`src/design/decode_pkg.sv`:
```
`default_nettype none

package decode_pkg;

  // datapath widths
  localparam int XLEN      = 32;
  localparam int REG_IDX_W = 5;
  localparam int OP_W      = 4;

  // write-back booking, slot k is the port k+1 cycles after issue
  localparam int WB_SCHED_DEPTH   = 19;
  localparam int ALU_WB_SLOT      = 0;
  localparam int MUL_WB_SLOT      = 3;
  localparam int DIV_WB_SLOT      = 17;
  localparam int DIV_FAST_WB_SLOT = 0;

  typedef logic [XLEN-1:0]           word_t;
  typedef logic [REG_IDX_W-1:0]      reg_idx_t;
  typedef logic [OP_W-1:0]           unit_op_t;
  typedef logic [WB_SCHED_DEPTH-1:0] wb_sched_t;

  // divide operands that finish early
  localparam word_t DIV_MIN_DIVIDEND = 32'h8000_0000;
  localparam word_t DIV_ALL_ONES     = 32'hffff_ffff;

  // funct fields that steer the decode
  localparam logic [6:0] FUNCT7_MULDIV  = 7'b0000001;
  localparam logic [2:0] FUNCT3_FENCE_I = 3'b001;
  localparam logic [2:0] FUNCT3_SLL     = 3'b001;
  localparam logic [2:0] FUNCT3_SRX     = 3'b101;
  localparam unit_op_t   ALU_OP_ADD     = 4'b0000;

  typedef enum logic [6:0] {
    OPC_LOAD     = 7'b0000011,
    OPC_MISC_MEM = 7'b0001111,
    OPC_OP_IMM   = 7'b0010011,
    OPC_AUIPC    = 7'b0010111,
    OPC_STORE    = 7'b0100011,
    OPC_OP       = 7'b0110011,
    OPC_LUI      = 7'b0110111
  } opcode_t;

  typedef enum logic [2:0] {
    FU_NONE,
    FU_ARITH,
    FU_MUL,
    FU_DIV,
    FU_LS
  } fu_t;

  typedef enum logic [1:0] {
    SRC_A_RS1,
    SRC_A_PC,
    SRC_A_ZERO
  } src_a_t;

  typedef enum logic {
    SRC_B_RS2,
    SRC_B_IMM
  } src_b_t;

  typedef struct packed {
    word_t instr;
    word_t pc;
  } fetch_t;

  typedef struct packed {
    logic  rs1_ena;
    word_t rs1_data;
    logic  rs2_ena;
    word_t rs2_data;
  } bypass_t;

  typedef struct packed {
    logic arith;
    logic mul;
    logic div;
    logic ls;
  } unit_stall_t;

  typedef struct packed {
    fu_t      fu;
    unit_op_t op;
    reg_idx_t rd;
    reg_idx_t rs1;
    reg_idx_t rs2;
    src_a_t   src_a;
    src_b_t   src_b;
    word_t    imm;
    logic     is_fence;
  } decoded_t;

  typedef struct packed {
    word_t port_a;
    word_t port_b;
    word_t store_data;
  } operands_t;

  typedef struct packed {
    logic     valid;
    unit_op_t op;
    reg_idx_t rd;
    word_t    port_a;
    word_t    port_b;
    word_t    store_data;
  } issue_slot_t;

  typedef struct packed {
    issue_slot_t arith;
    issue_slot_t mul;
    issue_slot_t div;
    issue_slot_t ls;
  } issue_bus_t;

  typedef struct packed {
    logic icache_flush;
    logic dcache_flush;
  } cache_flush_t;

  typedef struct packed {
    logic iflush_done;
    logic dflush_done;
  } flush_done_t;

endpackage

`default_nettype wire

```
`src/design/operand_select.sv`:
```
`default_nettype none

module operand_select (
  input  decode_pkg::decoded_t  dec,
  input  decode_pkg::word_t     pc,
  input  decode_pkg::word_t     rs1_data,
  input  decode_pkg::word_t     rs2_data,
  input  decode_pkg::bypass_t   bypass,
  output decode_pkg::operands_t ops
);

  decode_pkg::word_t rs1_val;
  decode_pkg::word_t rs2_val;

  // forwarded results win over the register file
  assign rs1_val = bypass.rs1_ena ? bypass.rs1_data : rs1_data;
  assign rs2_val = bypass.rs2_ena ? bypass.rs2_data : rs2_data;

  always_comb begin
    case (dec.src_a)
      decode_pkg::SRC_A_RS1: begin
        ops.port_a = rs1_val;
      end
      decode_pkg::SRC_A_PC: begin
        ops.port_a = pc;
      end
      default: begin
        ops.port_a = '0;
      end
    endcase
  end

  always_comb begin
    case (dec.src_b)
      decode_pkg::SRC_B_IMM: begin
        ops.port_b = dec.imm;
      end
      default: begin
        ops.port_b = rs2_val;
      end
    endcase
  end

  // stores take rs2 while port b carries the offset
  assign ops.store_data = rs2_val;

endmodule

`default_nettype wire

```
`config.mk`:
```
export PLATFORM = sky130hd
export DESIGN_NAME = operand_select
export DESIGN_NICKNAME = d
export VERILOG_FILES = /design/src/design/decode_pkg.sv /design/src/design/operand_select.sv
export SDC_FILE = /design/constraint.sdc
export NUM_CORES = 1
export LEC_CHECK = 0
export BUFFER_PORTS_ARGS = -buffer_cell sky130_fd_sc_hd__buf_2
export CAP_MARGIN = 20
export CORE_AREA = 2 2 123 125
export DETAILED_ROUTE_END_ITERATION = 8
export DIE_AREA = 0 0 125 127
export PLACE_DENSITY_LB_ADDON = 0.08
export SLEW_MARGIN = 10
export SYNTH_ARGS = -nofsm -noshare
export SYNTH_HDL_FRONTEND = slang
export SYNTH_SLANG_ARGS = --single-unit
export TNS_END_PERCENT = 1
```
`constraint.sdc`:
```
create_clock -name vclk -period 1.5
set_clock_uncertainty 0.1 [all_clocks]
set_input_delay 0.225 -clock vclk [all_inputs]
set_output_delay 0.225 -clock vclk [all_outputs]
set_load 0.02 [all_outputs]
```
## Word level (Yosys, flattened, before mapping)

Index checks and enable logic that the tools add are counted.
W data, S select, Z words.

| cells by class | value |
|---|---|
| equal/unequal tests | 1 |
| mux-type cells | 4 |
| reduce and logical (&&, ||, !) cells | 1 |

Operators by type and width:

| cell | count |
|---|---|
| $mux W32 | 3 |
| $pmux W32 S2 | 1 |
| $eq A2 B1 Y1 const B | 1 |
| $logic_not A2 Y1 | 1 |

| word-level totals | value |
|---|---|
| flip-flop bits (word level) | 0 |
| input bits | 220 |
| output and inout port bits | 96 |
| logic and storage cells | 6 |

## Longest topological paths before layout

| depth | value |
|---|---|
| depth after elaboration | 2 |
| depth in mapped cells | 4 |
| mapped depth without buffers | 2 |

## Worst setup path before layout

No wires, ideal clock.

| timing path | value |
|---|---|
| path type | input to output |
| start point | input bypass[65] (netlist bit) |
| end point | output ops[64] (netlist bit) |
| arrival time | 1.246 ns |
| required time | 1.175 ns |
| setup slack | -0.071 ns |
| cell stages on the path | 4 |
| buffers on the path | 2 |
| path through | buf_2 buf_4 mux2i_1 a211oi_1 |

RTL lines:

| element | RTL line | text |
|---|---|---|
| start, declared | operand_select.sv:8 | `input decode_pkg::bypass_t bypass,` |
| end, declared | operand_select.sv:9 | `output decode_pkg::operands_t ops` |

==> impl_metrics.csv <==
group,metric,value,unit
placed_design,portBuffers,293,
global_route,gr-total-overflow,0,
floorplan,pin_count,316,
synthesis,syn_area,1749,um2
route,drc,0,
clock_tree,ctsHoldBuffers,0,
route,wl_per_cell,14.81,um
run_status,violations,"negative setup slack",
sta,finalSetupViolCount,32,
placed_design,place_congestion,0.7423,
synthesis,syn_inst,182,
setup_path,cp-start-kind,"input port",
job,maxCapViolCount,0,
synthesis,yosys_warnings,0,
finish,area_growth,116.0,%
setup_path,crit_arrival,1220,ps
power_and_ir_drop,vdd_drop_max,0.0001383,V
global_route,track_usage,10.78,%
setup_path,end_kind,"primary output",
finish,clkbuf_count,0,
setup_path,crit_path_start,"bypass[32]",
floorplan,dieHeight,127,um
finish,layout.nets,691,
finish,layout_commonest_cell,"buf_2",
route,postRouteAntennaNets,0,
power_and_ir_drop,p_leak,2.091,nW
setup_path,endpoint,"ops[56]",
sta,tightest_slew,420.8,ps
sta,layout_setup_ws,-46.73,ps
run_status,outcome,"finished with violations",
sta,fin_crit_sh,103.1,%
route,drtPass1Iterations,4,
synthesis,syn-num-nets,402,
route,totalWireLength,9684,um
synthesis,ys_types,11,
placed_design,post-dp-hpwl,8061,um
floorplan,start_util,12.13,%
sta,slew-limit-headroom,71.95,%
placed_design,placedCellCount,651,
finish,instances_no_fill,654,
global_route,grt_pass1_vias,2708,
finish,mostFrequentLayoutCells,"buf_2, mux2_4, mux2i_1, nor2b_1, a211oi_1",
placed_design,place_ws,-170.4,ps
sta,hold_ws,664.4,ps
setup_path,critPathKind,"input port to primary output",
global_route,antenna_found_initial,2,
route,drt_iter0_drc,20,
sta,max_freq,646.5,MHz
route,vias,2608,
floorplan,die_w,125,um
floorplan,num_rows,44,
sta,slew_violations,0,
setup_path,critPathRequiredTime,1170,ps
sta,rsz0062_at_grt,"true",
synthesis,synth_top_area_cell,"mux2_4",
setup_path,worstPathMaxFanout,8,
finish,regArea,0,um2
floorplan,dieArea,15880,um2
floorplan,core_area,14420,um2
power_and_ir_drop,powerDensity,367.1,nW/um2
finish,seq_cells,0,
route,viasPerCell,3.988,
synthesis,synthTopCellsByArea,"mux2_4, mux2_2, mux2i_1",
global_route,grt_start_max_net_pins,33,
synthesis,synth_area_per_cell,9.611,um2
global_route,grt_pass1_wl,14030,um
synthesis,synth_top_area_share,25.75,%
hold_path,hold_path.class,"input port to primary output",
sta,hold_violations,0,
finish,final_layout_size_suffix_gt1_share,79.74,%
synthesis,yosysSeqAreaShare,0,%
sta,period_needed,1547,ps
[worst min-delay path by stage]
stage,end,depth (start not counted),slack (ps),from
floorplan,ops[94],1,430,dec[35]
global placement,ops[44],3,690,dec[13]
detailed placement,ops[51],3,690,dec[20]
CTS,ops[38],3,670,dec[7]
global route,ops[38],3,670,dec[7]
finish,ops[38],3,660,dec[7]
[layout make-up]
| cell class | instances | area, um2 |
|---|---|---|
| Fill cell | 1624 | 10650 |
| Timing Repair Buffer | 308 | 1901 |
| Multi-Input combinational cell | 160 | 1642 |
| Tap cell | 184 | 230.2 |
| Inverter | 1 | 3.754 |
| Antenna cell | 1 | 2.502 |
[power by group]
group,internal (mW),switching [mW]
combinational,0.728,0.659
sequential,0,0
clock,0.0000000894,0
[Yosys cell counts (all sizes together)]
cell type  count
nor2b         32
mux2i         32
mux2          64
inv            1
buf           11
a211oi        32
clkbuf        10
[cell families after synthesis]
group	Yosys count	synth area share, %
AOI/OAI and AO/OA	32	13.73
buffers and inverters	22	8.870
muxes	96	65.95
and+or+nand+nor	32	11.44
[stage by stage]
stage / TNS, ps / util (%) / power, mW / area (um2)
6_report: -864.5 / 26.20 / 1.387 / 3779
3_5_place_dp: -4327 / 24.16 / 1.263 / 3485
4_1_cts: -1052 / 25.88 / 1.386 / 3732
5_1_grt: -1585 / 26.20 / 1.485 / 3779
2_1_floorplan: -2071 / - / 0.7273 / 1754
3_3_place_gp: -3884 / 24.16 / 1.265 / 3485
[critical path: stages]
cell	delay (ps)
buf_12	130
buf_16	150
mux2_4	310
mux2_4	280
buf_6	130
[timing repair]
action	CTS	global route
setup buffers	0	0
resized for setup	61	13
gates cloned	2	0
setup endpoints to repair	45	38
hold endpoints to repair	0	0
pin swaps	0	3
[routing by layer]
layer  global-route usage (%)  share of wire, %  up-vias
li1                         -                 -     1265
met1                    10.60                33     1172
met2                    22.99                57      163
met3                    2.848               9.4        6
met4                   0.9150              0.55        2
met5                        0              0.17        -
(Power assumes the default switching activity.)
