<file path="config.mk">
export PLATFORM = sky130hd
export DESIGN_NAME = fence_tracker
export DESIGN_NICKNAME = d
export VERILOG_FILES = /design/src/design/decode_pkg.sv /design/src/design/fence_tracker.sv
export SDC_FILE = /design/constraint.sdc
export NUM_CORES = 1
export LEC_CHECK = 0
export ABC_CLOCK_PERIOD_IN_PS = 800
export BUFFER_PORTS_ARGS = -buffer_cell sky130_fd_sc_hd__buf_2
export CAP_MARGIN = 40
export CORE_AREA = 2 2 39 41
export CTS_CLUSTER_SIZE = 16
export DETAILED_ROUTE_END_ITERATION = 10
export DIE_AREA = 0 0 41 43
export GPL_ROUTABILITY_DRIVEN = 0
export GPL_TIMING_DRIVEN = 1
export PLACE_DENSITY = 0.66
export RECOVER_POWER = 25
export SLEW_MARGIN = 20
export SYNTH_ARGS = -nofsm -noshare
export SYNTH_HDL_FRONTEND = slang
export SYNTH_SLANG_ARGS = --single-unit
</file>
<file path="constraint.sdc">
create_clock -name CLK -period 0.8 [get_ports CLK]
set_clock_uncertainty 0.2 [all_clocks]
set_input_delay 0.08 -clock CLK [delete_from_list [all_inputs] [get_ports CLK]]
set_output_delay 0.08 -clock CLK [all_outputs]
set_load 0.02 [all_outputs]
</file>
<file path="src/design/decode_pkg.sv">
`default_nettype none

package decode_pkg;

  // datapath widths
  localparam int XLEN      = 32;
  localparam int REG_IDX_W = 5;
  localparam int OP_W      = 4;

  // write-back booking, slot k is the port k+1 cycles after issue
  localparam int WB_SCHED_DEPTH   = 19;
  localparam int ALU_WB_SLOT      = 0;
  localparam int MUL_WB_SLOT      = 3;
  localparam int DIV_WB_SLOT      = 17;
  localparam int DIV_FAST_WB_SLOT = 0;

  typedef logic [XLEN-1:0]           word_t;
  typedef logic [REG_IDX_W-1:0]      reg_idx_t;
  typedef logic [OP_W-1:0]           unit_op_t;
  typedef logic [WB_SCHED_DEPTH-1:0] wb_sched_t;

  // divide operands that finish early
  localparam word_t DIV_MIN_DIVIDEND = 32'h8000_0000;
  localparam word_t DIV_ALL_ONES     = 32'hffff_ffff;

  // funct fields that steer the decode
  localparam logic [6:0] FUNCT7_MULDIV  = 7'b0000001;
  localparam logic [2:0] FUNCT3_FENCE_I = 3'b001;
  localparam logic [2:0] FUNCT3_SLL     = 3'b001;
  localparam logic [2:0] FUNCT3_SRX     = 3'b101;
  localparam unit_op_t   ALU_OP_ADD     = 4'b0000;

  typedef enum logic [6:0] {
    OPC_LOAD     = 7'b0000011,
    OPC_MISC_MEM = 7'b0001111,
    OPC_OP_IMM   = 7'b0010011,
    OPC_AUIPC    = 7'b0010111,
    OPC_STORE    = 7'b0100011,
    OPC_OP       = 7'b0110011,
    OPC_LUI      = 7'b0110111
  } opcode_t;

  typedef enum logic [2:0] {
    FU_NONE,
    FU_ARITH,
    FU_MUL,
    FU_DIV,
    FU_LS
  } fu_t;

  typedef enum logic [1:0] {
    SRC_A_RS1,
    SRC_A_PC,
    SRC_A_ZERO
  } src_a_t;

  typedef enum logic {
    SRC_B_RS2,
    SRC_B_IMM
  } src_b_t;

  typedef struct packed {
    word_t instr;
    word_t pc;
  } fetch_t;

  typedef struct packed {
    logic  rs1_ena;
    word_t rs1_data;
    logic  rs2_ena;
    word_t rs2_data;
  } bypass_t;

  typedef struct packed {
    logic arith;
    logic mul;
    logic div;
    logic ls;
  } unit_stall_t;

  typedef struct packed {
    fu_t      fu;
    unit_op_t op;
    reg_idx_t rd;
    reg_idx_t rs1;
    reg_idx_t rs2;
    src_a_t   src_a;
    src_b_t   src_b;
    word_t    imm;
    logic     is_fence;
  } decoded_t;

  typedef struct packed {
    word_t port_a;
    word_t port_b;
    word_t store_data;
  } operands_t;

  typedef struct packed {
    logic     valid;
    unit_op_t op;
    reg_idx_t rd;
    word_t    port_a;
    word_t    port_b;
    word_t    store_data;
  } issue_slot_t;

  typedef struct packed {
    issue_slot_t arith;
    issue_slot_t mul;
    issue_slot_t div;
    issue_slot_t ls;
  } issue_bus_t;

  typedef struct packed {
    logic icache_flush;
    logic dcache_flush;
  } cache_flush_t;

  typedef struct packed {
    logic iflush_done;
    logic dflush_done;
  } flush_done_t;

endpackage

`default_nettype wire

</file>
<file path="src/design/fence_tracker.sv">
`default_nettype none

module fence_tracker (
  input  logic                     CLK,
  input  logic                     nRST,
  input  decode_pkg::decoded_t     dec,
  input  logic                     accept,
  input  decode_pkg::flush_done_t  flush_done,
  output decode_pkg::cache_flush_t cache_flush,
  output logic                     fence_busy
);

  logic seen;
  logic pulse;
  logic iflushed;
  logic dflushed;

  // first cycle a fence.i sits in decode
  assign pulse = dec.is_fence && !seen;

  assign cache_flush.icache_flush = pulse;
  assign cache_flush.dcache_flush = pulse;

  assign fence_busy = dec.is_fence && (pulse || !(iflushed && dflushed));

  always_ff @(posedge CLK, negedge nRST) begin
    if (!nRST) begin
      seen <= 1'b0;
    end else if (accept || !dec.is_fence) begin
      // also drops a fence that was flushed away before it left
      seen <= 1'b0;
    end else if (pulse) begin
      seen <= 1'b1;
    end
  end

  // done bits are levels, each may come back on its own cycle
  always_ff @(posedge CLK, negedge nRST) begin
    if (!nRST) begin
      iflushed <= 1'b1;
      dflushed <= 1'b1;
    end else if (pulse) begin
      iflushed <= 1'b0;
      dflushed <= 1'b0;
    end else begin
      if (flush_done.iflush_done) begin
        iflushed <= 1'b1;
      end
      if (flush_done.dflush_done) begin
        dflushed <= 1'b1;
      end
    end
  end

  // one fence.i gives exactly one flush request
  assert property (@(posedge CLK) disable iff (!nRST) pulse |=> !pulse)
    else $error("cache flush request held longer than one cycle");

endmodule

`default_nettype wire

</file>
* Yosys cells after proc, flatten, opt, wreduce, memory -nomap -nowiden
Index checks and enable logic that the tools add are counted.
Operators by class: $mul 0, add/sub/neg operators 0, reductions and logical operators 11, bitwise operators 0, div/mod/pow operators 0, mux-type cells 6, shift operators 0, equality and inequality tests 0, order comparisons 0
Operators with widths (number):
- 1-bit two-way mux | 6
- 2-bit nonzero test | 3
- 1-bit logical AND | 3
- 1-bit zero test | 3
- 1-bit logical OR | 2
Word-level totals: bits in writable memories 0, word-level logic and storage cells 20, memories kept 0, bits in latches 0, register bits 3, memory bits (read-only) 0

* Longest topological paths before layout
word-level depth 4, depth in mapped cells 2

* Least setup slack after synthesis
OpenSTA, ideal clock, no wires.
path type register to output, start reg seen, end out fence_busy, data arrival time 0.762 ns, path slack -0.242 ns, buffers on the path 0, data required time 0.520 ns, stages on the path, launching flop included 2, cells stage by stage dfrtp_1 -> a31oi_1
Between the ends: cells in the longest elaborated chain, start to end 4
RTL lines:
- start: declaration | line fence_tracker.sv:13 | logic seen;
- start signal: assignment | line fence_tracker.sv:28 | seen <= 1'b0;
- start signal: assignment | line fence_tracker.sv:31 | seen <= 1'b0;
- start signal: assignment | line fence_tracker.sv:33 | seen <= 1'b1;
- 1-bit zero test | line fence_tracker.sv:19 | assign pulse = dec.is_fence && !seen;
- 1-bit logical AND | line fence_tracker.sv:19
- 1-bit logical OR | line fence_tracker.sv:24 | assign fence_busy = dec.is_fence && (pulse || !(iflushed && dflushed));
- 1-bit logical AND | line fence_tracker.sv:24
- end: declaration | line fence_tracker.sv:10 | output logic fence_busy
No other way between the ends.

* Worst setup path in the final report
start reg dflushed, end out fence_busy
Between the ends: cells in the longest elaborated chain, start to end 4
RTL lines:
- start: declaration | line fence_tracker.sv:16 | logic dflushed;
- start signal: assignment | line fence_tracker.sv:41 | dflushed <= 1'b1;
- start signal: assignment | line fence_tracker.sv:44 | dflushed <= 1'b0;
- start signal: assignment | line fence_tracker.sv:50 | dflushed <= 1'b1;
- 1-bit logical AND | line fence_tracker.sv:24
- 1-bit zero test | line fence_tracker.sv:24
- 1-bit logical OR | line fence_tracker.sv:24
- 1-bit logical AND | line fence_tracker.sv:24
No other way between the ends.

==> results.txt <==
The flow ran to the end, but the final reports show violations. The final reports fail on hold timing, setup timing. In this run the worst setup path begins at dflushed$_DFFE_PN1P_. The simple-gate portion of the synthesized area came out at 24.1%. The die extent in y came out at approximately 43 um. The overall routing resource usage came out at 4.22%. The via count of the first global-routing pass is 120. Port buffering added 8 buffers. The antenna diode count is 0. The cell with the most instances after synthesis is sky130_fd_sc_hd__nor2_1. The number of placed instances with taps included is 36. The final global-route overflow total is 0. Entering global routing, the biggest net connects 4 pins. In this run the most critical hold path is launched from accept. The final setup violation count came out at 5. Traced cell by cell, the critical path runs through a31oi_2 > buf_4. The worst pin sits at a relative slew slack of about 91%. The transition time at the pin with the least slew margin is ~0.14 ns. The kind of start point of the critical path is a flop. The via density per instance is just under 3. The top flip-flop cell by instance count after synthesis is sky130_fd_sc_hd__dfstp_2.

The flip-flop and latch count after synthesis came out at 3. The final worst slack came out at -0.476 ns. The number of nets in the finished design is a little under 90.

The number of nets handed over by synthesis was 76. Yosys printed 0 warnings. The number of core rows is 14. The maximum single-stage delay on the critical path came out at 0.53 ns. The post-synthesis share of cell area spent on xor and xnor gates is 0%.

The worst hold slack is -0.197 ns. The post-detailed-route count of antenna-violating nets came out at 0. The effective utilization at floorplan is roughly a tenth. The area share of the leading cell type in the synthesized netlist is between 30% and 40%. The setup TNS after final layout came out at -1.67 ns. The clock passes through at most 2 buffers. The leakage power figure came out at 0.118 nW.

The number of hold buffers added after CTS was 1. Together, buffers and inverters on the worst path number 1. The number of unique standard cell types used by synthesis came out at 7. The number of hold violations in the final report was 4. The adder-cell share of the synthesized area came out at 0%. In the post-synthesis netlist, the biggest area contributors are sky130_fd_sc_hd__dfstp_2 (39%), sky130_fd_sc_hd__dfrtp_1 (19%), sky130_fd_sc_hd__nor2_1 (14%). The areal power density over the cells came out at just over 2000 nW/um2. The number of pins exceeding their max-slew limit in the final report is 0. The buffer cell driving the clock tree root is sky130_fd_sc_hd__clkbuf_4. The startpoint identified for the worst register-to-register timing path is seen$_DFFE_PN0P_. The maximum fanout along the worst path came out at 2. The logic depth of the worst path, buffers included came out at 2. The arrival time of the worst setup path is 1.00 ns. Of the synthesized area, sequential elements account for 57.4%.

TritonCTS built the clock tree. Cells with a size suffix above 1 make up a little under 70% of the layout. The number of antenna violations at the first check in global routing came out at 0.

The synthesized netlist devotes between 4 and 5% of its cell area to compound gates. With fillers left out, the area of the finished cells amounts to ~250 um2. The design draws 0.522 mW. In the synthesized netlist, the number of instances is 13. The multiplexer share of the synthesized area is 0%. The count of non-filler cells in the finished layout came out at slightly above 40.

The routed layout has approximately 120 vias. The core box area is about 1400 um2. The placed cell area came out at slightly below 200 um2. STA puts the critical path data required time at 0.52 ns. STA classifies the critical path endpoint as an output port. The detailed-router iteration count before antenna repair is 2. The register clock-pin slew on the reported worst setup and hold paths came out at around 0.030 ns.

Counting I/O delays and the setup requirement, the final critical path takes between 1 and 1.5 ns. For this design, the sink count on the clock tree is 3. The fraction of synthesis flops using an asynchronous set or reset pin came out at 100%. The chip width came out at about 40 um. The leading area contributor after synthesis is sky130_fd_sc_hd__dfstp_2. 66 I/O pins were placed. Setup repair after global routing could not meet its margin everywhere. The maximum level of the CTS H-tree is 1.

The number of max-cap violations is 0. The critical path is of the reg -> out type. By area, the combinational part of the netlist is dominated by simple AND/OR/NAND/NOR gates. The number of inserted filler cells in the final layout is 160.

The logic depth of the worst register-to-register path is 3. The commonest cells after synthesis are sky130_fd_sc_hd__nor2_1 (5), sky130_fd_sc_hd__buf_4 (2), sky130_fd_sc_hd__dfstp_2 (2). After detailed routing, the total wire length is 276 um.

The netlist area before placement came out at around 140 um2. The type of the most critical hold path is in -> reg. Clock latency on the worst-skew pair, taken at its later pin, is between 0.2 and 0.25 ns.

The number of enable flip-flop cells after synthesis came out at 0. From synthesis to final layout, the design area changed by 87.0%. The number of cells on the worst hold path came out at 2. The highest attainable clock frequency came out at ~780 MHz. In this run, CTS created clock tree buffers numbering 3. The area enclosed by the die boundary came out at ~1800 um2. In the finished design, the share of the clock period the worst path needs comes to 160%. In the routed design, unresolved DRC markers number 0. The wire length per cell after detailed routing is slightly below 7 um. In this run, the number of DRC markers left after iteration 0 of detailed routing was 1.

The average cell area after synthesis came out at 10.4 um2. The largest individual stage delay along the critical path comes from the cell sky130_fd_sc_hd__dfstp_2. Broken down by cell family, the worst path's largest delay share belongs to flip-flops. Across the VDD grid, the largest voltage drop is ~380 uV.

The wire length of the first global-routing pass came out at around 410 um.
## worst paths after layout
| kind | to | slack (ns) |
|---|---|---|
| worst max-delay path | fence_busy | -0.48 |
| worst min-delay path | seen$_DFFE_PN0P_ | -0.20 |
| worst max register to register | iflushed$_DFFE_PN1P_ | -0.19 |
| worst min register to register | iflushed$_DFFE_PN1P_ | 0.33 |
| max in group asynchronous | iflushed$_DFFE_PN1P_ | 0.23 |
| min in group asynchronous | seen$_DFFE_PN0P_ | -0.02 |
## through the flow
step                      setup WS [ns]  utilization [%]
after detailed placement         -0.240             14.0
after global routing             -0.515             18.3
after global placement           -0.231             14.0
after floorplan                  -0.150                -
final                            -0.476             18.3
after CTS                        -0.491             18.2
## flip-flops by register name (all words and copies together), names as in the netlist
register and count:
seen 1, iflushed 1, dflushed 1
## cells by family (layout without fill, tap and decap cells)
group,Yosys count,count (layout)
flip-flops,3,3
AO/OA/AOI/OAI,1,1
buffers and inverters,3,15
AND/OR/NAND/NOR,6,6
## layer usage
metal	global-route usage (%)	routed length, um	up-vias
met5	0	0	-
met1	2.90	88	54
li1	-	-	61
met2	5.63	142	7
met4	4.00	0	0
met3	4.71	45	0
## layout by cell type (no fill, tap or decap), drive strengths merged
master       netlist  routed
dfrtp              1       1
a31oi              1       1
buf                2       8
inv                1       1
dfstp              2       2
clkbuf             0       5
nor2               5       5
nor2b              1       1
dlygate4sd3        0       1
## report_power, final
| part | internal [mW] | switching [mW] |
|---|---|---|
| Sequential | 0.172 | 0.00940 |
| Combinational | 0.0458 | 0.0378 |
| Clock | 0.186 | 0.0711 |
| Total | 0.404 | 0.118 |
## cell type report
class                   instances  area (um2)  share of cell area (%)
well taps                      16        20.0                    7.92
multi-input cells               7        50.0                    19.8
inverters                       1        3.75                    1.49
flip-flops and latches          3        77.6                    30.7
clock buffers                   4        26.3                    10.4
repair buffers                 10        75.1                    29.7
## timing repair
item,in CTS,in global routing
endpoints found under the setup margin,5,5
setup buffers,1,0
endpoints found under the hold margin,6,4
resized for setup,7,1
Note: power is estimated with default switching activity, not from simulation.
