## src/design/decode_pkg.sv

```systemverilog
`default_nettype none

package decode_pkg;

  // datapath widths
  localparam int XLEN      = 32;
  localparam int REG_IDX_W = 5;
  localparam int OP_W      = 4;

  // write-back booking, slot k is the port k+1 cycles after issue
  localparam int WB_SCHED_DEPTH   = 19;
  localparam int ALU_WB_SLOT      = 0;
  localparam int MUL_WB_SLOT      = 3;
  localparam int DIV_WB_SLOT      = 17;
  localparam int DIV_FAST_WB_SLOT = 0;

  typedef logic [XLEN-1:0]           word_t;
  typedef logic [REG_IDX_W-1:0]      reg_idx_t;
  typedef logic [OP_W-1:0]           unit_op_t;
  typedef logic [WB_SCHED_DEPTH-1:0] wb_sched_t;

  // divide operands that finish early
  localparam word_t DIV_MIN_DIVIDEND = 32'h8000_0000;
  localparam word_t DIV_ALL_ONES     = 32'hffff_ffff;

  // funct fields that steer the decode
  localparam logic [6:0] FUNCT7_MULDIV  = 7'b0000001;
  localparam logic [2:0] FUNCT3_FENCE_I = 3'b001;
  localparam logic [2:0] FUNCT3_SLL     = 3'b001;
  localparam logic [2:0] FUNCT3_SRX     = 3'b101;
  localparam unit_op_t   ALU_OP_ADD     = 4'b0000;

  typedef enum logic [6:0] {
    OPC_LOAD     = 7'b0000011,
    OPC_MISC_MEM = 7'b0001111,
    OPC_OP_IMM   = 7'b0010011,
    OPC_AUIPC    = 7'b0010111,
    OPC_STORE    = 7'b0100011,
    OPC_OP       = 7'b0110011,
    OPC_LUI      = 7'b0110111
  } opcode_t;

  typedef enum logic [2:0] {
    FU_NONE,
    FU_ARITH,
    FU_MUL,
    FU_DIV,
    FU_LS
  } fu_t;

  typedef enum logic [1:0] {
    SRC_A_RS1,
    SRC_A_PC,
    SRC_A_ZERO
  } src_a_t;

  typedef enum logic {
    SRC_B_RS2,
    SRC_B_IMM
  } src_b_t;

  typedef struct packed {
    word_t instr;
    word_t pc;
  } fetch_t;

  typedef struct packed {
    logic  rs1_ena;
    word_t rs1_data;
    logic  rs2_ena;
    word_t rs2_data;
  } bypass_t;

  typedef struct packed {
    logic arith;
    logic mul;
    logic div;
    logic ls;
  } unit_stall_t;

  typedef struct packed {
    fu_t      fu;
    unit_op_t op;
    reg_idx_t rd;
    reg_idx_t rs1;
    reg_idx_t rs2;
    src_a_t   src_a;
    src_b_t   src_b;
    word_t    imm;
    logic     is_fence;
  } decoded_t;

  typedef struct packed {
    word_t port_a;
    word_t port_b;
    word_t store_data;
  } operands_t;

  typedef struct packed {
    logic     valid;
    unit_op_t op;
    reg_idx_t rd;
    word_t    port_a;
    word_t    port_b;
    word_t    store_data;
  } issue_slot_t;

  typedef struct packed {
    issue_slot_t arith;
    issue_slot_t mul;
    issue_slot_t div;
    issue_slot_t ls;
  } issue_bus_t;

  typedef struct packed {
    logic icache_flush;
    logic dcache_flush;
  } cache_flush_t;

  typedef struct packed {
    logic iflush_done;
    logic dflush_done;
  } flush_done_t;

endpackage

`default_nettype wire

```

## src/design/issue_latch.sv

```systemverilog
`default_nettype none

module issue_latch (
  input  logic                    CLK,
  input  logic                    nRST,
  input  decode_pkg::decoded_t    dec,
  input  decode_pkg::operands_t   ops,
  input  logic                    accept,
  input  decode_pkg::unit_stall_t unit_stall,
  input  logic                    flush,
  output decode_pkg::issue_bus_t  issue
);

  decode_pkg::issue_slot_t fresh;
  decode_pkg::unit_stall_t load;

  // stalled slot holds, otherwise load or empty
  function automatic decode_pkg::issue_slot_t slot_next(
    input decode_pkg::issue_slot_t cur,
    input logic                    stall,
    input logic                    hit,
    input decode_pkg::issue_slot_t nxt
  );
    decode_pkg::issue_slot_t res;
    if (stall) begin
      res = cur;
    end else if (hit) begin
      res = nxt;
    end else begin
      res = '0;
    end
    return res;
  endfunction

  always_comb begin
    fresh.valid      = 1'b1;
    fresh.op         = dec.op;
    fresh.rd         = dec.rd;
    fresh.port_a     = ops.port_a;
    fresh.port_b     = ops.port_b;
    fresh.store_data = ops.store_data;
  end

  assign load.arith = accept && (dec.fu == decode_pkg::FU_ARITH);
  assign load.mul   = accept && (dec.fu == decode_pkg::FU_MUL);
  assign load.div   = accept && (dec.fu == decode_pkg::FU_DIV);
  assign load.ls    = accept && (dec.fu == decode_pkg::FU_LS);

  always_ff @(posedge CLK, negedge nRST) begin
    if (!nRST) begin
      issue <= '0;
    end else if (flush) begin
      issue <= '0;
    end else begin
      issue.arith <= slot_next(issue.arith, unit_stall.arith, load.arith, fresh);
      issue.mul   <= slot_next(issue.mul, unit_stall.mul, load.mul, fresh);
      issue.div   <= slot_next(issue.div, unit_stall.div, load.div, fresh);
      issue.ls    <= slot_next(issue.ls, unit_stall.ls, load.ls, fresh);
    end
  end

  // one target per edge, and never a unit that is stalled
  assert property (@(posedge CLK) disable iff (!nRST)
    $onehot0(load) && !(|(load & unit_stall)))
    else $error("issue loaded more than one slot or a stalled slot");

endmodule

`default_nettype wire

```

## config.mk

```make
export PLATFORM = sky130hd
export DESIGN_NAME = issue_latch
export DESIGN_NICKNAME = d
export VERILOG_FILES = /design/src/design/decode_pkg.sv /design/src/design/issue_latch.sv
export SDC_FILE = /design/constraint.sdc
export NUM_CORES = 1
export LEC_CHECK = 0
export ABC_AREA = 1
export BUFFER_PORTS_ARGS = -buffer_cell sky130_fd_sc_hd__buf_2
export CORE_AREA = 2 2 227 229
export CTS_CLUSTER_DIAMETER = 60
export DETAILED_ROUTE_END_ITERATION = 12
export DIE_AREA = 0 0 229 231
export GPL_TIMING_DRIVEN = 0
export SLEW_MARGIN = 20
export SYNTH_ARGS = -nofsm -noshare
export SYNTH_HDL_FRONTEND = slang
export SYNTH_SLANG_ARGS = --single-unit
```

## constraint.sdc

```tcl
create_clock -name CLK -period 0.8 [get_ports CLK]
set_input_delay 0.16 -clock CLK [delete_from_list [all_inputs] [get_ports CLK]]
set_output_delay 0.16 -clock CLK [all_outputs]
set_load 0.01 [all_outputs]
```

# Yosys cells after proc, flatten, opt, wreduce, memory -nomap -nowiden
# Index checks and enable logic that the tools add are counted.
# classes
n_mux,9
n_eq_ne,8
n_reduce_logical,4
# ops
operator,count
106-bit two-way mux,8
424-bit two-way mux,1
"2-bit by 1-bit != test with 1-bit output, second input constant",4
"3-bit by 2-bit equality test with 1-bit output, second input constant",2
1-bit logical AND,4
"3-bit by 1-bit equality test with 1-bit output, second input constant",1
"3-bit equality test, second input constant",1
# totals
out_inout_bits,424
input_bits,162
regBits,424

# Longest topological paths before layout
# Gate-level depths: netlist of run 1.
# logic_depth
ltp_word,5
mapped_depth,8
depth_no_buf,5

# Worst setup path before layout of run 1
# OpenSTA, ideal clock, no wires.
# synth_path
path_kind,in2reg
startpoint,in flush
endpoint,reg issue[101] in the netlist's numbering
setup_slack_ps,-231
arrival_time_ps,965
stages,6
t_required_ps,735
setup_ps,65
cell_sequence,buf_6 > nor2_2 > buf_2 > buf_2 > nand2_1 > nand2_1
# synth_via
elab_chain_len,1
elab_cells_between_ends,2
classes_between,eq/ne: 1; mux: 1
# synth_lines
element,line_no,source
start: declaration,issue_latch.sv:10,"input logic flush,"
2-bit by 1-bit != test with 1-bit output (no line) or 424-bit two-way mux (tied branches),--,
end: declaration,issue_latch.sv:11,output decode_pkg::issue_bus_t issue
# Several ways; a longest one is shown, not always the timed one.
# A chain may end at the register's enable or synchronous reset.

# Worst setup path after layout of run 1
# layout_path
startpoint,reg issue[343] in the netlist's numbering
endpoint,out issue[343] in the netlist's numbering
# No word-level cell between the ends.

==> results of run 1 <==
==> power breakdown <==
part	leakage (nW)	switching, mW	internal [mW]
Sequential	5.91	0.121	21.6
Clock	0.773	8.96	13.1
Combinational	9.14	2.63	1.64
==> cell type report <==
cell class	count	area share
Clock inverter	14	0.00594
Timing Repair Buffer	900	0.272
Tap cell	680	0.0311
Buffer	129	0.0419
Clock buffer	69	0.0511
Sequential cell	424	0.387
Inverter	9	0.00132
Multi-Input combinational cell	1287	0.209
==> worst paths after layout <==
path,startpoint,end,slack (ns),depth (start not counted)
min in group CLK,flush,issue[406],0.12,5
hold reg to reg,issue[185],issue[185],0.48,2
hold / removal,nRST,issue[298],-0.49,1
max in group asynchronous,nRST,issue[374],0.18,3
setup / recovery,issue[343],issue[343],-0.53,1
setup reg to reg,issue[396],issue[396],-0.09,4
==> cells in the final DEF, fill, tap and decap left out, types with 38 or more instances in the layout <==
| master | instances |
|---|---|
| nand2_1 | 819 |
| dfrtp_1 | 424 |
| nand3_1 | 380 |
| buf_2 | 343 |
| buf_6 | 247 |
| buf_4 | 242 |
| dlygate4sd3_1 | 105 |
| clkbuf_16 | 59 |
| nand3_2 | 40 |
| nand2_2 | 38 |
==> repair_timing <==
item	4_1_cts	5_1_grt
buffers inserted	151	128
resized for setup	296	187
gates cloned	0	10
endpoints found under the setup margin	842	833
pin swaps	8	49
endpoints found under the hold margin	593	173
==> routing by layer <==
layer | global-route usage | vias to the layer above
met1 | 0.313 | 8391
met5 | 0 | -
met4 | 0.0860 | 0
met3 | 0.0667 | 161
met2 | 0.404 | 739
li1 | - | 7816
==> logic make-up after synthesis <==
| group | share of synthesized area |
|---|---|
| buffers and inverters | 0.0434 |
| DFF | 0.634 |
| and+or+nand+nor | 0.323 |
==> stage by stage <==
stage	util	instances	setup TNS (ns)	power [mW]	hold WS [ns]
floorplan	-	1855	-65.20	23.3	-0.136
global placement	0.408	3073	-4084.71	25.2	0.439
detailed placement	0.411	3078	-475.58	25.3	0.0978
CTS	0.510	3413	-205.13	48.1	-0.511
global route	0.541	3512	-211.26	49.6	-0.494
finish	0.541	3512	-192.07	48.0	-0.485
==> results_dict.tcl, run 1 <==
set metrics [dict create \
    ys_top_cells_by_area "dfrtp_1 63%, nand2_1 19%, nand3_1 13%" \
    period_share 1.66 \
    whs_ns -0.485 \
    finalCriticalPeriod_ns 1.33 \
    cts.sinks 424 \
    avgRoutedWirePerCell_um 19.6 \
    critPathSlowestCell "dfrtp_1" \
    synthFlopType "dfrtp_1" \
    hold_class "input pin to async pin" \
    highest_layer "met4" \
    place.detailed.hpwl_um 46200 \
    drt-vias-per-instance 4.87 \
    port_buffers 538 \
    nets 2960 \
    largest_register "issue" \
    clkTransAtPathRegs_ns 0.06 \
    dp_slack_ns -1.16 \
    start_kind "flop" \
    grt_pass1_wl_um 101000 \
    core_area_sq_mm 0.0507 \
    syn_nets 2017 \
    multi_input_area_sq_mm 0.00573 \
    cts_hold_buf 105 \
    route.vias.total 17100 \
    die_w_um 229 \
    worstPathRequired_ns 0.64 \
    yosysWarnings 0 \
    synth_top_area_share 0.634 \
    p_leak_nw 15.8 \
    yosysMostFrequentCell "nand2_1" \
    final-hold-violation-count 173 \
    yosys.area.top_type "dfrtp_1" \
    cap_violations 0 \
    cts_max_path_buffers 3 \
    cellPowerDensity_mw_per_mm2 1750 \
    slew_viol_final 0 \
    die_y_um 231 \
    tritoncts "built" \
    drc 0 \
    violations "hold timing, setup timing" \
    synth_commonest_cells "857 x nand2_1, 424 x dfrtp_1, 420 x nand3_1, 50 x buf_2, 43 x clkbuf_1" \
    largest_reg_flops 424 \
    seq_area_frac_synth 0.634 \
    finClkSkew_ns 0 \
    met1_length_um 27800 \
    cts-buffers-inserted 47 \
    start_util 0.330 \
    slew_headroom 0.653 \
    antenna_found_initial 0 \
    postSynthAreaPerCell_sq_um 9.02 \
    grt_pass1_vias 16900 \
    wl_met2_um 33000 \
    cp_top_family "flip-flops" \
    crit_chain "buf_2" \
    drive_gt1_frac 0.380 \
    area_growth_pct 63.7 \
    nFillCells 4512 \
    synthCells 1855 \
    place_congestion 0.865 \
    wirelength_um 68700 \
    cpPeakStageDelay_ns 0.43 \
    synth-edff-count 0 \
    wl_met3_um 5390 \
    status "finished with violations" \
    fp-row-count 83 \
    root_buffer "clkbuf_16" \
    ys_ff_latch 424 \
    synth_cell_types 14 \
    regArea_sq_mm 0.0106 \
    worst_slack_ns -0.528 \
    ant_nets 0 \
    io_pins 586 \
    h-tree-depth 2 \
    reg_top3 "issue x424" \
    gr-total-overflow 0 \
    cp.arrival_ns 1.17 \
    critPathKind "flop to primary output" \
    grt_max_degree 96 \
    finalSetupViolCount 444 \
    async_flop_share 1.00 \
    clk_latency_ns 0.56 \
    die_area_sq_mm 0.0529 \
    path_max_fanout 2 \
    max_freq_mhz 753 \
    num_antenna_cells 0 \
    critPathBufInv 1 \
    grt_usage 0.246 \
    end_kind "primary output" \
    synth_area_sq_mm 0.0167 \
    rsz0062_at_grt "yes" \
    peakVddDrop_v 0.00173 \
    dpl-instance-area_sq_mm 0.0208 \
    dr.pass1.iters 5 \
    tightest_slew_ns 0.520 \
    design_area_sq_mm 0.0274 \
    drt_iter0_markers 1240 \
]
Power figures use the tool's default switching activity.
==> run 2, diff against run 1 <==
- PLACE_DENSITY: default -> 0.58
==> results_dict.tcl, run 2 (synthesized netlist as in run 1, its figures left out) <==
set metrics [dict create \
    status "finished with violations" \
    violations "hold timing, setup timing" \
    reg2reg_slack_ns -0.07 \
    final-hold-violation-count 179 \
    nFillCells 4525 \
    avgRoutedWirePerCell_um 19.7 \
    period_share 1.66 \
    start_util 0.330 \
    dr.pass1.iters 5 \
    end_kind "primary output" \
    largest_reg_flops 424 \
    largest_register "issue" \
    die_area_sq_mm 0.0529 \
    die_w_um 229 \
    die_y_um 231 \
    pwr-share-seq 0.450 \
    cts_max_path_buffers 3 \
    cp_top_family "flip-flops" \
    clk_latency_ns 0.57 \
    finClkSkew_ns 0 \
    grt_max_degree 98 \
    layout_commonest_cell "nand2_1" \
    antenna_found_initial 2 \
    max_freq_mhz 752 \
    p_leak_nw 15.8 \
    wirelength_um 69300 \
    rr_startpoint "issue[384]" \
    finalSetupViolCount 434 \
    worst_slack_ns -0.530 \
    slew_headroom 0.659 \
    r2r_cells 4 \
    worstPathRequired_ns 0.64 \
    grt_pass1_wl_um 102000 \
    internal-power_mw 36.5 \
    ant_nets 0 \
    p_switching_mw 11.8 \
    critPathKind "flop to primary output" \
    tightest_slew_ns 0.511 \
    critPathBufInv 1 \
    gr-total-overflow 0 \
    drive_gt1_frac 0.378 \
    switching_share 0.245 \
    cts.sinks 424 \
    cpPeakStageDelay_ns 0.43 \
    peakVddDrop_v 0.00157 \
    area_growth_pct 64.3 \
    drt-vias-per-instance 4.87 \
    reg_top3 "issue x424" \
    pwr-share-clk 0.462 \
    h-tree-depth 2 \
    crit_chain "buf_2" \
    combPwrFrac 0.088 \
    hold_class "input pin to async pin" \
    cts_hold_buf 105 \
    fp-row-count 83 \
    path_max_fanout 2 \
    nets 2962 \
    slew_viol_final 0 \
    place_congestion 0.886 \
    port_buffers 538 \
    cts-buffers-inserted 48 \
    cellPowerDensity_mw_per_mm2 1760 \
    cp.arrival_ns 1.17 \
    place.detailed.hpwl_um 46100 \
    grt_usage 0.249 \
    critPathSlowestCell "dfrtp_1" \
    whs_ns -0.524 \
    num_antenna_cells 0 \
    tritoncts "built" \
    rsz0062_at_grt "yes" \
    start_kind "flop" \
    route.vias.total 17100 \
    drc 0 \
    clkTransAtPathRegs_ns 0.06 \
    io_pins 586 \
    cap_violations 0 \
    finalCriticalPeriod_ns 1.33 \
    drt_iter0_markers 1329 \
    grt_pass1_vias 16700 \
    worstReg2RegEnd "issue[384]" \
    dp_slack_ns -1.13 \
    final_cell_mix "833 x nand2_1, 424 x dfrtp_1, 380 x nand3_1" \
    core_area_sq_mm 0.0507 \
    root_buffer "clkbuf_16" \
    final_util 0.543 \
]
==> run 2: cell count changes in the layout (fill, tap and decap cells not counted), moves of 2 or more <==
cell / delta
clkbuf_2: +8
nand2_2: -15
clkbuf_4: -3
buf_4: +6
clkbuf_16: -3
buf_6: +20
buf_2: -24
buf_8: -3
clkbuf_8: +4
clkinv_4: +2
bufbuf_16: +2
nand2_1: +14
buf_1: -2
==> run 2: repair_timing <==
action                                 in CTS  in global routing
pin swaps                                   8                 40
setup buffers                             149                123
cloned                                      4                  7
endpoints found under the hold margin     491                179
setup endpoints to repair                1040                880
resized for setup                         322                154
==> run 2: layout make-up <==
type	instances	area (sq um)	share of cell area
repair buffers	900	7640	0.278
clock inverters	15	145	0.00528
well taps	680	851	0.0309
multi-input cells	1287	5710	0.207
clock buffers	72	1450	0.0528
flip-flops and latches	424	10600	0.386
inverters	9	38.8	0.00141
plain buffers	130	1050	0.0383
==> run 2: power groups by stage <==
stage / registers (mW) / clock network [mW] / logic (mW)
final: 21.7 / 22.3 / 4.26
after global routing: 21.7 / 23.6 / 4.56
after CTS: 21.7 / 22.6 / 4.02
after detailed placement: 22.1 / 0 / 3.20
after global placement: 22.1 / 0 / 3.09
after floorplan: 22.2 / 0 / 1.11
==> run 2: worst max-delay path by stage <==
stage,depth (start not counted),slack [ns],endpoint,from
2_1_floorplan,8,-0.17,issue[386],flush
3_3_place_gp,1,-8.89,issue[146],nRST
3_5_place_dp,7,-1.13,issue[209],dec[55]
4_1_cts,1,-0.56,issue[184],issue[184]
5_1_grt,1,-0.56,issue[186],issue[186]
6_report,1,-0.53,issue[186],issue[186]
==> run 2: metrics by stage <==
stage                     cells  TNS (ns)  power (mW)  cell area, sq um
after floorplan            1855    -65.20        23.3             17100
after global placement     3073  -4097.97        25.2             20700
after detailed placement   3077   -532.43        25.3             20800
after CTS                  3420   -206.70        48.3             26100
after global routing       3517   -211.98        49.9             27500
final                      3517   -192.88        48.3             27500
==> run 2: metal layers <==
layer / GRT usage / routed length, um / vias to the layer above
li1: - / - / 7835
met5: 0 / 16 / -
met2: 0.402 / 33000 / 717
met1: 0.324 / 28300 / 8432
met3: 0.0668 / 5590 / 142
met4: 0.0877 / 2440 / 4
==> run 3, diff against run 2 <==
- RECOVER_POWER: default -> 50
==> results_dict.tcl, run 3 (synthesized netlist as in run 1, its figures left out) <==
set metrics [dict create \
    fp-row-count 83 \
    cpPeakStageDelay_ns 0.43 \
    wirelength_um 69100 \
    critPathSlowestCell "dfrtp_1" \
    dp_slack_ns -1.13 \
    dpl-instance-area_sq_mm 0.0208 \
    final-hold-violation-count 104 \
    root_buffer "clkbuf_16" \
    finalCriticalPeriod_ns 1.33 \
    worstReg2RegEnd "issue[384]" \
    h-tree-depth 2 \
    met1_length_um 27900 \
    slew_headroom 0.460 \
    cts.sinks 424 \
    drt_iter0_markers 1320 \
    violations "hold timing, setup timing" \
    core_area_sq_mm 0.0507 \
    io_pins 586 \
    largest_reg_flops 424 \
    status "finished with violations" \
    clkTransAtPathRegs_ns 0.06 \
    cts_hold_buf 105 \
    avgRoutedWirePerCell_um 19.6 \
    wl_met2_um 32900 \
    period_share 1.66 \
    largest_register "issue" \
    p_leak_nw 15.8 \
    instances_no_fill 3517 \
    dr.pass1.iters 5 \
    finalSetupViolCount 645 \
    slew_viol_final 0 \
    cp_top_family "flip-flops" \
    hold_class "input pin to async pin" \
    wl_met3_um 5770 \
    critPathBufInv 1 \
    cts-buffers-inserted 48 \
    grt_usage 0.249 \
    grt_pass1_wl_um 102000 \
    whs_ns -0.540 \
    r2r_cells 4 \
    route.vias.total 17200 \
    grt_max_degree 98 \
    path_max_fanout 2 \
    cp.arrival_ns 1.17 \
    max_freq_mhz 751 \
    layout_commonest_cell "nand2_1" \
    finClkSkew_ns 0 \
    highest_layer "met5" \
    final_cell_mix "833 x nand2_1, 424 x dfrtp_1, 380 x nand3_1" \
    port_buffers 538 \
    place_congestion 0.886 \
    critPathKind "flop to primary output" \
    nets 2962 \
    die_w_um 229 \
    ant_nets 0 \
    start_kind "flop" \
    gr-total-overflow 0 \
    grt_pass1_vias 16700 \
    drive_gt1_frac 0.378 \
    antenna_found_initial 2 \
    total_power_mw 48.2 \
    drt-vias-per-instance 4.88 \
    rr_startpoint "issue[384]" \
    die_area_sq_mm 0.0529 \
    peakVddDrop_v 0.00158 \
    clk_latency_ns 0.57 \
    die_y_um 231 \
    drc 0 \
    rsz0062_at_grt "yes" \
    place.detailed.hpwl_um 46100 \
    cellPowerDensity_mw_per_mm2 1760 \
    worstPathRequired_ns 0.64 \
    tightest_slew_ns 0.810 \
    final_util 0.541 \
    cap_violations 0 \
    start_util 0.330 \
    crit_chain "buf_2" \
    reg_top3 "issue x424" \
    worst_slack_ns -0.532 \
    end_kind "primary output" \
    tritoncts "built" \
    cts_max_path_buffers 3 \
    area_growth_pct 63.9 \
    design_area_sq_mm 0.0274 \
    num_antenna_cells 0 \
    dpl.cell_count 3077 \
    reg2reg_slack_ns -0.07 \
]
run 3: worst max path at each step:
stage	start	end	slack, ns	cells past startpoint
finish	issue[186]	issue[186]	-0.53	1
global route	issue[186]	issue[186]	-0.56	1
CTS	issue[184]	issue[184]	-0.56	1
detailed placement	dec[55]	issue[209]	-1.13	7
global placement	nRST	issue[146]	-8.89	1
floorplan	flush	issue[386]	-0.17	8
run 3: through the flow:
stage | TNS, ns | hold WS (ns)
final | -209.53 | -0.540
after global routing | -265.00 | -0.532
after CTS | -206.70 | -0.471
after detailed placement | -532.43 | 0.148
after global placement | -4097.97 | 0.441
after floorplan | -65.20 | -0.136
run 3: power breakdown:
part	internal, mW	switching [mW]	leakage (nW)
registers	21.6	0.125	5.91
logic	1.61	2.60	9.11
clock network	13.2	9.09	0.794
total	36.4	11.8	15.8
run 3: routing by layer:
metal,global-route usage,vias to the layer above
met1,0.324,8414
met2,0.402,782
li1,-,7830
met4,0.0877,4
met5,0,-
met3,0.0668,145
run 3: final cells by class:
| cell class | count | area [sq um] |
|---|---|---|
| Buffer | 130 | 1050 |
| Clock buffer | 72 | 1450 |
| Clock inverter | 15 | 145 |
| Fill cell | 4535 | 23300 |
| Inverter | 9 | 38.8 |
| Multi-Input combinational cell | 1287 | 5710 |
| Sequential cell | 424 | 10600 |
| Tap cell | 680 | 851 |
| Timing Repair Buffer | 900 | 7570 |
run 3: timing repair:
action	in CTS	in global routing
gates cloned	4	7
hold endpoints to repair	491	179
endpoints found under the setup margin	1040	880
buffers inserted	149	123
gates resized for setup	322	154
pin swaps	8	40
